--- config.mk ---
export PLATFORM = sky130hd
export DESIGN_NAME = usb_fs_rx
export DESIGN_NICKNAME = d
export VERILOG_FILES = /design/src/hdl/usb_line_pkg.sv /design/src/hdl/usb_pkt_pkg.sv /design/src/hdl/usb_bit_decode.sv /design/src/hdl/usb_crc_check.sv /design/src/hdl/usb_field_shift.sv /design/src/hdl/usb_fs_rx.sv /design/src/hdl/usb_line_recover.sv /design/src/hdl/usb_pkt_check.sv
export VERILOG_INCLUDE_DIRS = /design/src /design/src/hdl
export SDC_FILE = /design/constraint.sdc
export NUM_CORES = 1
export LEC_CHECK = 0
export BUFFER_PORTS_ARGS = -buffer_cell sky130_fd_sc_hd__clkbuf_2
export CAP_MARGIN = 20
export CORE_MARGIN = 5
export CORE_UTILIZATION = 59
export DETAILED_ROUTE_END_ITERATION = 7
export PLACE_DENSITY = 0.85
export SETUP_SLACK_MARGIN = 0.3
export SYNTH_ARGS = -nofsm -noshare
export SYNTH_HDL_FRONTEND = slang
export SYNTH_SLANG_ARGS = --single-unit
--- constraint.sdc ---
create_clock -name clk_i -period 2.4 [get_ports clk_i]
set_input_delay 0.48 -clock clk_i [delete_from_list [all_inputs] [get_ports clk_i]]
set_output_delay 0.48 -clock clk_i [all_outputs]
set_load 0.02 [all_outputs]
--- src/hdl/usb_rx_cfg.svh ---
/*
 * Build-time constants of the full-speed USB receiver.
 * Include this where line timing, stuffing, CRC or sync values are needed.
 */
`ifndef USB_RX_CFG_SVH
`define USB_RX_CFG_SVH

// receiver clock cycles per USB bit, 48 MHz against 12 Mbit/s
`define USB_OVERSAMPLE 4

// number of two-bit line symbols kept in the history shift register
`define USB_HIST_LEN 6

// a zero is stuffed after this many consecutive ones
`define USB_STUFF_RUN 6

// CRC5 for tokens, x^5 + x^2 + 1, and the remainder of a good packet
`define USB_CRC5_POLY 5'b00101
`define USB_CRC5_RESIDUE 5'b01100

// CRC16 for data packets, x^16 + x^15 + x^2 + 1, and its good remainder
`define USB_CRC16_POLY 16'b1000_0000_0000_0101
`define USB_CRC16_RESIDUE 16'b1000_0000_0000_1101

// tail of the sync pattern as seen in the history, K J K J K K, oldest first
`define USB_SYNC_HIST 12'b01_10_01_10_01_01

`endif

--- src/hdl/usb_line_pkg.sv ---
/*
 * Line-level types shared by the line recovery and the bit decoder.
 */
`include "usb_rx_cfg.svh"

package usb_line_pkg;

  // recovered state of the D+/D- pair, bit 2 marks the one-sample transition
  typedef enum logic [2:0] {
    LINE_SE0 = 3'b000,
    LINE_K   = 3'b001,
    LINE_J   = 3'b010,
    LINE_DT  = 3'b100
  } line_sym_e;

  // symbols taken at the bit sample points, index 0 is the newest
  // each entry holds the lower two bits of a line_sym_e
  typedef logic [`USB_HIST_LEN-1:0][1:0] line_hist_t;

endpackage

--- src/hdl/usb_pkt_pkg.sv ---
/*
 * Packet-level types of the receiver: PID codes, captured fields,
 * the decoded bit stream between bit decoder and packet checker, and status.
 */
package usb_pkt_pkg;

  // all sixteen codes are listed so that any received nibble is a legal value
  typedef enum logic [3:0] {
    PID_RSVD  = 4'b0000, PID_OUT   = 4'b0001, PID_ACK   = 4'b0010, PID_DATA0 = 4'b0011,
    PID_PING  = 4'b0100, PID_SOF   = 4'b0101, PID_NYET  = 4'b0110, PID_DATA2 = 4'b0111,
    PID_SPLIT = 4'b1000, PID_IN    = 4'b1001, PID_NAK   = 4'b1010, PID_DATA1 = 4'b1011,
    PID_PRE   = 4'b1100, PID_SETUP = 4'b1101, PID_STALL = 4'b1110, PID_MDATA = 4'b1111
  } pid_e;

  // the PID travels first on the wire, so it sits in the low nibble
  typedef struct packed {
    logic [3:0] pid_chk;
    pid_e       pid;
  } pid_field_t;

  // an SOF frame number is the same eleven bits read as one value
  typedef struct packed {
    logic [3:0] endp;
    logic [6:0] addr;
  } token_t;

  typedef logic [7:0] data_byte_t;

  // one entry per clock from the bit decoder, valid marks an unstuffed bit
  typedef struct packed {
    logic value;
    logic valid;
    logic pkt_start;
    logic pkt_end;
  } rx_bit_t;

  // valid flags are levels, the error flags pulse with the packet end
  typedef struct packed {
    logic valid_pid;
    logic valid_packet;
    logic crc5_error;
    logic crc16_error;
    logic pid_error;
    logic bitstuff_error;
  } pkt_status_t;

endpackage

--- src/hdl/usb_bit_decode.sv ---
/*
 * Finds sync and end of packet in the symbol history, decodes NRZI and
 * strips stuffed bits. Emits one rx_bit_t per cycle to the packet checker.
 */
`timescale 1ns/1ps
`include "usb_rx_cfg.svh"

module usb_bit_decode (
  input  logic                    clk_i,
  input  logic                    rst_ni,
  input  usb_line_pkg::line_sym_e line_i,
  input  logic                    sample_i,
  output usb_pkt_pkg::rx_bit_t    rx_bit_o,
  output logic                    bitstuff_err_o,
  output logic                    pkt_start_o
);

  usb_line_pkg::line_hist_t hist_q, hist_d;
  logic [2:0]               line_bits;
  logic [1:0]               sym_old, sym_new;
  logic                     se0_pair, see_sop, see_eop;
  logic                     in_packet_q, valid_q, valid_d, start_q, pkt_end;
  logic                     din, dvalid_raw, dvalid;
  logic [`USB_STUFF_RUN:0]  stuff_q;
  logic                     stuff_err_q;

  assign line_bits = line_i;

  //////////////////////
  // symbol history
  //////////////////////

  // one symbol enters per bit, always at the sample point
  assign hist_d = sample_i ? {hist_q[`USB_HIST_LEN-2:0], line_bits[1:0]} : hist_q;

  assign sym_old  = hist_q[1];
  assign sym_new  = hist_q[0];
  assign se0_pair = (hist_q[1:0] == 4'b0000);

  // start of packet is the first J to K step while the line is idle
  assign see_sop = (hist_q[1:0] == 4'b10_01) & ~in_packet_q;
  // a stuffing violation ends the packet at once, without waiting for SE0
  assign see_eop = se0_pair | stuff_err_q;

  always_comb begin
    valid_d = valid_q;
    if (sample_i) begin
      if (!valid_q && hist_q == `USB_SYNC_HIST) begin
        valid_d = 1'b1;
      end else if (valid_q && see_eop) begin
        valid_d = 1'b0;
      end
    end
  end

  assign pkt_end = valid_q & ~valid_d;

  //////////////////////
  // NRZI and unstuffing
  //////////////////////

  // no change between two bits is a one, a change is a zero
  assign din        = (sym_old == sym_new);
  assign dvalid_raw = valid_q & sample_i & (^sym_old) & (^sym_new);
  // the bit after a run of ones is the stuffed zero and is dropped
  assign dvalid     = dvalid_raw & ~(&stuff_q[`USB_STUFF_RUN-1:0]);

  always_ff @(posedge clk_i or negedge rst_ni) begin
    if (!rst_ni) begin
      hist_q      <= {`USB_HIST_LEN{usb_line_pkg::LINE_K[1:0]}};
      in_packet_q <= 1'b0;
      valid_q     <= 1'b0;
      start_q     <= 1'b0;
      stuff_q     <= '0;
      stuff_err_q <= 1'b0;
    end else begin
      hist_q <= hist_d;
      // in_packet follows the line itself, from J to K until the SE0 pair
      if (see_sop) begin
        in_packet_q <= 1'b1;
      end else if (se0_pair) begin
        in_packet_q <= 1'b0;
      end
      valid_q <= valid_d;
      start_q <= valid_d & ~valid_q;
      if (pkt_end) begin
        stuff_q <= '0;
      end else if (dvalid_raw) begin
        stuff_q <= {stuff_q[`USB_STUFF_RUN-1:0], din};
      end
      // seven ones in a row stay flagged until the next packet begins
      if (start_q) begin
        stuff_err_q <= 1'b0;
      end else if (&stuff_q) begin
        stuff_err_q <= 1'b1;
      end
    end
  end

  assign rx_bit_o.value     = din;
  assign rx_bit_o.valid     = dvalid;
  assign rx_bit_o.pkt_start = start_q;
  assign rx_bit_o.pkt_end   = pkt_end;
  assign bitstuff_err_o     = stuff_err_q;
  assign pkt_start_o        = see_sop;

endmodule

--- src/hdl/usb_crc_check.sv ---
/*
 * Serial CRC over the bits after the PID, MSB-first register form.
 * ok_o is high while the register holds the residue of a good packet.
 */
`timescale 1ns/1ps

module usb_crc_check #(
  parameter int               Width   = 5,
  parameter logic [Width-1:0] Poly    = '0,
  parameter logic [Width-1:0] Residue = '0
) (
  input  logic clk_i,
  input  logic rst_ni,
  input  logic clear_i,
  input  logic shift_i,
  input  logic bit_i,
  output logic ok_o
);

  logic [Width-1:0] crc_q;
  logic             fb;

  // feedback is the incoming bit against the register's top bit
  assign fb = bit_i ^ crc_q[Width-1];

  always_ff @(posedge clk_i or negedge rst_ni) begin
    if (!rst_ni) begin
      crc_q <= '1;
    end else if (clear_i) begin
      crc_q <= '1;
    end else if (shift_i) begin
      crc_q <= {crc_q[Width-2:0], 1'b0} ^ ({Width{fb}} & Poly);
    end
  end

  assign ok_o = (crc_q == Residue);

endmodule

--- src/hdl/usb_field_shift.sv ---
/*
 * Collects one field of any packed type, LSB first, behind a sentinel bit.
 * done_o rises once the sentinel reaches bit 0; with Rearm it reloads next cycle.
 */
`timescale 1ns/1ps

module usb_field_shift #(
  parameter type field_t = logic [7:0],
  parameter bit  Rearm   = 1'b0
) (
  input  logic   clk_i,
  input  logic   rst_ni,
  input  logic   clear_i,
  input  logic   shift_i,
  input  logic   bit_i,
  output field_t field_o,
  output logic   done_o
);

  localparam int W = $bits(field_t);

  // the extra top bit is the sentinel, it walks down as bits come in
  logic [W:0] sr_q;

  always_ff @(posedge clk_i or negedge rst_ni) begin
    if (!rst_ni) begin
      sr_q <= '0;
    end else if (clear_i || (Rearm && done_o)) begin
      sr_q <= {1'b1, {W{1'b0}}};
    end else if (shift_i && !done_o) begin
      sr_q <= {bit_i, sr_q[W:1]};
    end
  end

  assign done_o  = sr_q[0];
  assign field_o = field_t'(sr_q[W:1]);

endmodule

--- src/hdl/usb_fs_rx.sv ---
/*
 * Full-speed USB packet receiver, clocked at four times the bit rate.
 * Chains line recovery, bit decode and packet check; no handshake on outputs.
 */
`timescale 1ns/1ps

module usb_fs_rx (
  input  logic                     clk_i,
  input  logic                     rst_ni,
  input  logic                     usb_dp_i,
  input  logic                     usb_dn_i,
  output logic                     bit_strobe_o,
  output logic                     pkt_start_o,
  output logic                     pkt_end_o,
  output logic                     rx_data_put_o,
  output usb_pkt_pkg::pid_e        pid_o,
  output usb_pkt_pkg::token_t      token_o,
  output usb_pkt_pkg::data_byte_t  rx_data_o,
  output usb_pkt_pkg::pkt_status_t status_o
);

  usb_line_pkg::line_sym_e line;
  logic                    sample;
  usb_pkt_pkg::rx_bit_t    rx_bit;
  logic                    bitstuff_err;

  // raw pair to line symbols and mid-bit sample points
  usb_line_recover u_line_recover (
    .clk_i, .rst_ni, .usb_dp_i, .usb_dn_i,
    .line_o(line), .sample_o(sample), .bit_strobe_o
  );

  // symbols to unstuffed bits with packet framing
  usb_bit_decode u_bit_decode (
    .clk_i, .rst_ni, .line_i(line), .sample_i(sample),
    .rx_bit_o(rx_bit), .bitstuff_err_o(bitstuff_err), .pkt_start_o
  );

  // bits to fields, data bytes and packet status
  usb_pkt_check u_pkt_check (
    .clk_i, .rst_ni, .rx_bit_i(rx_bit), .bitstuff_err_i(bitstuff_err),
    .pid_o, .token_o, .rx_data_o, .rx_data_put_o, .status_o
  );

  assign pkt_end_o = rx_bit.pkt_end;

endmodule

--- src/hdl/usb_line_recover.sv ---
/*
 * Turns the raw D+/D- samples into a line symbol and recovers the bit clock.
 * sample_o marks the mid-bit point, bit_strobe_o follows it by one cycle.
 */
`timescale 1ns/1ps
`include "usb_rx_cfg.svh"

module usb_line_recover (
  input  logic                  clk_i,
  input  logic                  rst_ni,
  input  logic                  usb_dp_i,
  input  logic                  usb_dn_i,
  output usb_line_pkg::line_sym_e line_o,
  output logic                  sample_o,
  output logic                  bit_strobe_o
);

  localparam int PhaseW = $clog2(`USB_OVERSAMPLE);

  logic [1:0]              pair;
  usb_line_pkg::line_sym_e line_q, line_d;
  logic [PhaseW-1:0]       phase_q;
  logic                    strobe_q;

  assign pair = {usb_dp_i, usb_dn_i};

  //////////////////////
  // line state
  //////////////////////

  // the two wires of the pair may switch one sample apart, so any change first
  // parks in the transition state and the pair is read again one cycle later
  always_comb begin
    line_d = line_q;
    if (line_q == usb_line_pkg::LINE_DT) begin
      line_d = usb_line_pkg::line_sym_e'({1'b0, pair});
    end else if (pair != line_q[1:0]) begin
      line_d = usb_line_pkg::LINE_DT;
    end
  end

  //////////////////////
  // clock recovery
  //////////////////////

  // every transition realigns the phase, so phase 1 lands near the bit centre
  always_ff @(posedge clk_i or negedge rst_ni) begin
    if (!rst_ni) begin
      line_q   <= usb_line_pkg::LINE_SE0;
      phase_q  <= '0;
      strobe_q <= 1'b0;
    end else begin
      line_q   <= line_d;
      phase_q  <= (line_q == usb_line_pkg::LINE_DT) ? '0 : phase_q + PhaseW'(1);
      strobe_q <= sample_o;
    end
  end

  assign line_o       = line_q;
  assign sample_o     = (phase_q == PhaseW'(1));
  assign bit_strobe_o = strobe_q;

endmodule

--- src/hdl/usb_pkt_check.sv ---
/*
 * Captures PID, token and data fields from the unstuffed bit stream and
 * judges PID, length and CRC. Errors pulse with the packet end.
 */
`timescale 1ns/1ps
`include "usb_rx_cfg.svh"

module usb_pkt_check (
  input  logic                     clk_i,
  input  logic                     rst_ni,
  input  usb_pkt_pkg::rx_bit_t     rx_bit_i,
  input  logic                     bitstuff_err_i,
  output usb_pkt_pkg::pid_e        pid_o,
  output usb_pkt_pkg::token_t      token_o,
  output usb_pkt_pkg::data_byte_t  rx_data_o,
  output logic                     rx_data_put_o,
  output usb_pkt_pkg::pkt_status_t status_o
);

  usb_pkt_pkg::pid_field_t pid_field;
  usb_pkt_pkg::token_t     tok_field, token_q;
  logic [3:0]              pid_bits;
  logic                    pid_done, pid_ok, pay_shift, tok_done;
  logic                    is_token, is_data, is_hs, crc5_ok, crc16_ok;
  logic [3:0]              len_q;
  logic                    len16_q, len_tok, len_data, len_hs;

  // the PID comes first, every later bit is payload
  usb_field_shift #(.field_t(usb_pkt_pkg::pid_field_t)) u_pid_shift (
    .clk_i, .rst_ni, .clear_i(rx_bit_i.pkt_start), .shift_i(rx_bit_i.valid),
    .bit_i(rx_bit_i.value), .field_o(pid_field), .done_o(pid_done)
  );

  assign pid_bits  = pid_field.pid;
  assign pid_ok    = pid_done & (pid_field.pid_chk == ~pid_bits);
  assign pay_shift = rx_bit_i.valid & pid_done;
  // the two low PID bits give the packet class
  assign is_token  = (pid_bits[1:0] == 2'b01);
  assign is_data   = (pid_bits[1:0] == 2'b11);
  assign is_hs     = (pid_bits[1:0] == 2'b10);

  usb_crc_check #(.Width(5), .Poly(`USB_CRC5_POLY), .Residue(`USB_CRC5_RESIDUE)) u_crc5 (
    .clk_i, .rst_ni, .clear_i(rx_bit_i.pkt_start), .shift_i(pay_shift),
    .bit_i(rx_bit_i.value), .ok_o(crc5_ok)
  );

  usb_crc_check #(.Width(16), .Poly(`USB_CRC16_POLY), .Residue(`USB_CRC16_RESIDUE)) u_crc16 (
    .clk_i, .rst_ni, .clear_i(rx_bit_i.pkt_start), .shift_i(pay_shift),
    .bit_i(rx_bit_i.value), .ok_o(crc16_ok)
  );

  usb_field_shift #(.field_t(usb_pkt_pkg::token_t)) u_tok_shift (
    .clk_i, .rst_ni, .clear_i(rx_bit_i.pkt_start), .shift_i(pay_shift & is_token),
    .bit_i(rx_bit_i.value), .field_o(tok_field), .done_o(tok_done)
  );

  // rearms after each byte, so done is a one-cycle put strobe
  usb_field_shift #(.field_t(usb_pkt_pkg::data_byte_t), .Rearm(1'b1)) u_data_shift (
    .clk_i, .rst_ni, .clear_i(rx_bit_i.pkt_start), .shift_i(pay_shift & is_data),
    .bit_i(rx_bit_i.value), .field_o(rx_data_o), .done_o(rx_data_put_o)
  );

  // payload bit count, len16 sticks once sixteen bits have passed
  always_ff @(posedge clk_i or negedge rst_ni) begin
    if (!rst_ni) begin
      len_q   <= '0;
      len16_q <= 1'b0;
    end else if (rx_bit_i.pkt_start) begin
      len_q   <= '0;
      len16_q <= 1'b0;
    end else if (pay_shift) begin
      len_q   <= len_q + 4'd1;
      len16_q <= len16_q | (&len_q);
    end
  end

  // token fields change only once all eleven bits are in
  always_ff @(posedge clk_i or negedge rst_ni) begin
    if (!rst_ni) begin
      token_q <= '0;
    end else if (tok_done) begin
      token_q <= tok_field;
    end
  end

  assign len_tok  = len16_q & ~|len_q;
  assign len_data = len16_q & ~|len_q[2:0];
  assign len_hs   = ~|{len16_q, len_q};

  assign pid_o   = pid_field.pid;
  assign token_o = token_q;

  assign status_o.valid_pid      = pid_ok;
  assign status_o.valid_packet   = pid_ok & ~bitstuff_err_i &
                                   ((is_hs & len_hs) | (is_data & len_data & crc16_ok) |
                                    (is_token & len_tok & crc5_ok));
  assign status_o.crc5_error     = rx_bit_i.pkt_end & is_token & ~crc5_ok;
  assign status_o.crc16_error    = rx_bit_i.pkt_end & is_data & ~crc16_ok;
  assign status_o.pid_error      = rx_bit_i.pkt_end & ~pid_ok;
  assign status_o.bitstuff_error = rx_bit_i.pkt_end & bitstuff_err_i;

endmodule

# Yosys cells after proc, flatten, opt, wreduce, memory -nomap -nowiden
# Cells that the tools add are included.
[totals]
regBits = 96
inputBits = 4
output_inout_bits = 33
word_cells = 136
[op_classes]
n_addsub = 2
eq_ne = 12
muxes = 26
n_bitwise = 43
reduce_logical = 30
[ops]
columns = ["cell", "n"]
rows = [
  ["9-bit 2-to-1 mux", 4],
  ["16-bit 2-to-1 mux", 2],
  ["1-bit bitwise AND", 26],
  ["12-bit 2-to-1 mux", 2],
  ["16-bit equality test, second input constant", 1],
  ["2-bit nonzero test", 8],
  ["16-bit XOR", 1],
  ["7-bit 2-to-1 mux", 2],
  ["12-bit by 11-bit equality test with 1-bit output, second input constant", 1],
  ["5-bit 2-to-1 mux", 2],
  ["1-bit 2-to-1 mux", 9],
  ["4-bit 2-to-1 mux", 2],
  ["1-bit inverter", 8],
  ["1-bit zero test", 7],
  ["7-bit AND reduction", 1],
  ["3-bit 2-to-1 mux", 2],
  ["6-bit AND reduction", 1],
  ["5-bit by 4-bit equality test with 1-bit output, second input constant", 1],
  ["1-bit logical AND", 5],
  ["5-bit OR reduction", 1],
  ["5-bit by 3-bit XOR with 5-bit output", 1],
  ["4-bit by 1-bit adder with 4-bit output, second input constant", 1],
  ["2-bit by 1-bit equality test with 1-bit output, second input constant", 2],
  ["2-bit equality test, second input constant", 2],
  ["other kinds (16)", 21],
]

# Longest topological paths before layout
[logic_depth]
ltp_word = 10
mapped_depth = 8
depth_no_buf = 6

# Modules after synthesis
# A second synthesis with hierarchy kept.
[hier_totals]
cells_unflattened = 384
hier_area_um2 = 4474.3
[by_module_without_submodules]
columns = ["module", "instances", "cells_each", "area_per_inst_um2", "seq_area_each_um2"]
rows = [
  ["usb_bit_decode", 1, 99, 1074.8, 583.1],
  ["usb_pkt_check", 1, 72, 815.8, 400.4],
  ["usb_crc_check at u_pkt_check.u_crc16", 1, 63, 757.0, 420.4],
  ["usb_field_shift at u_pkt_check.u_tok_shift", 1, 42, 528.0, 300.3],
  ["usb_field_shift at u_pkt_check.u_pid_shift", 1, 33, 407.9, 225.2],
  ["usb_field_shift at u_pkt_check.u_data_shift", 1, 30, 364.1, 225.2],
  ["usb_line_recover", 1, 25, 269.0, 150.1],
  ["usb_crc_check at u_pkt_check.u_crc5", 1, 20, 257.7, 131.4],
]

# Worst setup path before layout
# Ideal clock, no wire load.
[synth_timing]
path_type = "reg-to-output"
from = "register u_bit_decode.hist_q (netlist bit u_bit_decode.sym_old[1])"
to = "output status_o[3] (netlist name)"
arrival_ps = 1541
required_time_ps = 1920
slack_ps = 379
stages_incl_launch_ff = 7
path_buffers = 1
path_cell_list = "dfrtp_1 -> inv_1 -> ha_1 -> a21oi_1 -> nor2_1 -> clkbuf_1 -> and3_1"
[synth_lines]
columns = ["element", "line", "source"]
rows = [
  ["start, declared", "usb_bit_decode.sv:18", "usb_line_pkg::line_hist_t hist_q, hist_d;"],
  ["start signal, assigned", "usb_bit_decode.sv:70", "hist_q <= {`USB_HIST_LEN{usb_line_pkg::LINE_K[1:0]}};"],
  ["start signal, assigned", "usb_bit_decode.sv:77", "hist_q <= hist_d;"],
  ["end, declared", "usb_fs_rx.sv:19", "output usb_pkt_pkg::pkt_status_t status_o"],
]

==> impl_results.md <==
- Status: finished clean
- GR peak layer: met2
- Startpoint types: flip-flop
- Final non-filler cell area: 5205 µm²
- CTS Hold Bufs: 0
- Slew Limit Headroom: 0.5668
- Die W: 96.51 µm
- CTS max path bufs: 2
- Syn nets: 440
- Unrepaired setup endpoints after global routing: true
- TritonCTS clock tree: built
- CP top delay family: flip-flops
- Post-Layout Cell Count: 577
- Post-synthesis instance total: 428
- Crit-path max FO: 3
- Slowest stage delay, CP: 0.57 ns
- Setup Skew: 0.009966 ns
- # clock sinks: 96
- Number of enable-type register cells in the synthesized netlist: 0
- DIE AREA: 9314 µm²
- Ys async rst share: 1.000
- Antenna Nets Post-Route: 0
- Buf/Inv on CP: 1
- Area delta synth->final: 17.88%
- DRC viols: 0
- Port buffer count: 36
- Die height: 96.51 µm
- Worst-Margin Slew: 0.6498 ns
- Post-synthesis sequential area ratio: 0.5517
- P_leak: 2.366 nW
- Synth Cell Area: 4415 µm²
- Initial core utilization: 0.6088
- Initial antenna violation count: 0
- GPL Wtd Cong: 0.8581
- Hold crit path type: input port to async pin
- Largest net degree at the start of global routing: 60
- Layout cells sized above 1: 0.3180
- Worst Setup End Kind: output pin
- Routing usage on met1: 0.2992
- Min Tclk post-route: 2.360 ns
- WP data arrival: 1.88 ns
- Final HPWL DP: 5880 µm
- Tot GR Track Use: 0.2213
- Clock buffer count from CTS: 9
- WP data required: 1.92 ns
- Clk root buf: clkbuf_8
- Setup_tns: 0 ns
- Crit path max-delay cell type: dfstp_2
- Mean post-synth cell area: 10.32 µm²
- Met3 Use GR: 0.03873
- WS Path Type: flip-flop to output pin
- Distinct cells, synth: 47
- N_diodes: 0
- Net count, final: 485
- Maximum clock rate: 423.7 MHz
- Global Route met2 Usage: 0.3534
- Gr ovfl total: 0
- Hold Slack: 0.07270 ns
- Ys flop type: dfrtp_1
- Cell Rows: 31
- Max_cap viols: 0
- Endpoints failing setup: 0
- Final wirelength: 9868 µm
- Synth area leaders: dfrtp_1 (39%), dfstp_2 (16%), nand2_1 (6.2%), mux2_2 (4.6%), nand3_1 (4.5%)
- Clock transition at path regs: 0.09 ns
- Vias: 3363
- Final Hold Vio Count: 0
- # IOs: 37
- TritonRoute pass-1 iters: 5
- Dpl cells: 542
- Placed cell area: 4641 µm²
- Yosys top cell area share: 0.3910
- Core area: 7253 µm²
- PD cells: 716.7 nW/µm²
- H-tree Lvls: 3
- Sequence of cells on the critical path: nor4b_4, nand3_1, a21oi_1, o2111a_1, clkbuf_8
- Final Slew Violations: 0
- Via count of the first global-routing pass: 3255
- Synth Register Bits: 96
- Clk Latency, worst-skew pair: 0.36 ns
- Synth warnings: 0
- Synth area leader: dfrtp_1
- First-pass GRT wire length: 15810 µm
- Peak supply drop: 838.4 µV
- Via density: 5.828
- Final worst-path cycle share: 0.9835
- DR iter-0 viols: 249
- Drt wl/cell: 17.10 µm
## path summary, 6_finish.rpt
check	from	to	slack, ns	cells past startpoint
max in group asynchronous	rst_ni	u_bit_decode.hist_q[8]$_DFFE_PN1N_	1.62	2
hold / removal	rst_ni	u_pkt_check.token_o[5]$_DFFE_PN0P_	0.07	1
setup reg to reg	u_bit_decode.sym_old[0]$_DFFE_PN1N_	u_pkt_check.u_crc16.crc_q[15]$_DFFE_PN1P_	0.42	7
hold reg to reg	u_line_recover.phase_q[0]$_DFF_PN0_	u_line_recover.phase_q[0]$_DFF_PN0_	0.45	1
min in group clk_i	usb_dn_i	u_line_recover.line_o[0]$_DFFE_PN0P_	0.39	2
setup / recovery	u_pkt_check.u_crc5.crc_q[2]$_DFFE_PN1P_	status_o[4]	0.04	5
## repair_timing
action	4_1_cts	5_1_grt
resized for setup	25	34
pin swaps	7	6
buffers inserted	13	6
endpoints found under the setup margin	24	20
## through the flow
stage	util	setup slack, ns	total power [W]
finish	0.7176	0.03965	0.003730
global route	0.7176	-0.08203	0.003908
CTS	0.6957	0.03569	0.003604
detailed placement	0.6398	0.07842	0.002499
global placement	0.6398	0.1587	0.002469
floorplan	-	0.3789	0.002329
## synth_stat cells (2+ instances only)
cell,count
buf_1,3
or3_1,3
xor2_1,5
nor4_1,4
clkbuf_1,7
xnor3_1,2
nor4bb_1,2
nor3_1,2
o211a_1,2
inv_1,11
mux2_2,18
mux2i_1,9
nor2_1,24
dfstp_2,27
a31oi_1,3
buf_2,7
o211ai_1,3
nand4_1,2
nand3_1,40
nor2b_1,4
buf_4,11
xnor2_1,5
ha_1,8
and3_1,3
a41oi_1,2
a21oi_1,36
nand2b_1,3
nand2_1,73
o21ai_0,22
nor4b_1,2
dfrtp_1,69
## layer usage
| metal | vias to the layer above | wire, µm | part of all wire |
|---|---|---|---|
| met5 | - | 0 | 0 |
| met2 | 127 | 4931 | 0.50 |
| li1 | 1557 | - | - |
| met4 | 0 | 225 | 0.023 |
| met1 | 1654 | 4156 | 0.42 |
| met3 | 25 | 555 | 0.056 |
## placed cells by master (no fill, tap or decap), drive strengths merged, types with 2 or more instances in the layout
cell and instances:
o211ai 4, dfrtp 69, nor2 25, a31oi 3, xnor3 2, nand3 40, dfstp 27, mux2 18
nor4 4, and3 3, or3 3, nor2b 4, xor2 5, a21oi 36, nor4bb 2, nand2 73
o21ai 23, xnor2 5, buf 34, nand4 3, o211a 2, mux2i 9, nor4b 2, a41oi 2
clkbuf 41, nand2b 3, inv 13, ha 8, nor3 2
## kinds of logic (layout without fill, tap and decap cells)
group           after synthesis  after routing  share of synthesized area
simple gates                171            171                     0.1833
flops                        96             96                     0.5517
compound gates               74             74                    0.09890
buf+inv                      40             90                    0.04704
mux                          27             27                    0.06631
xor+xnor                     12             12                    0.03004
fa+ha+maj                     8              8                    0.02267
## power by group
part           internal [W]  switching (W)  leakage, nW
Clock              0.000472       0.000572       0.0996
Combinational      0.000361       0.000446         1.04
Sequential          0.00177       0.000107         1.23
## sequential cells by signal, indices dropped and copies added, names as in the netlist
register                       count
u_pkt_check.u_crc16.crc_q         16
u_pkt_check.u_tok_shift.sr_q      12
u_bit_decode.hist_q                8
u_line_recover.line_o              3
u_bit_decode.start_q               1
u_line_recover.phase_q             2
u_pkt_check.u_crc5.crc_q           5
u_pkt_check.len16_q                1
u_pkt_check.len_q                  4
u_bit_decode.sym_new               2
u_line_recover.bit_strobe_o        1
u_bit_decode.valid_q               1
u_bit_decode.bitstuff_err_o        1
u_bit_decode.sym_old               2
u_bit_decode.stuff_q               7
u_bit_decode.in_packet_q           1
u_pkt_check.u_pid_shift.sr_q       9
u_pkt_check.u_data_shift.sr_q      9
u_pkt_check.token_o               11
## final cells by class
type	instances	area (µm²)
tap	99	123.9
clock buffer	12	165.2
clock inverter	4	33.78
timing repair buffer	63	483.0
inverter	11	41.29
fill	486	2048
sequential	96	2439
multi-input combinational	292	1919
Note: power is estimated with default switching activity, not from simulation.
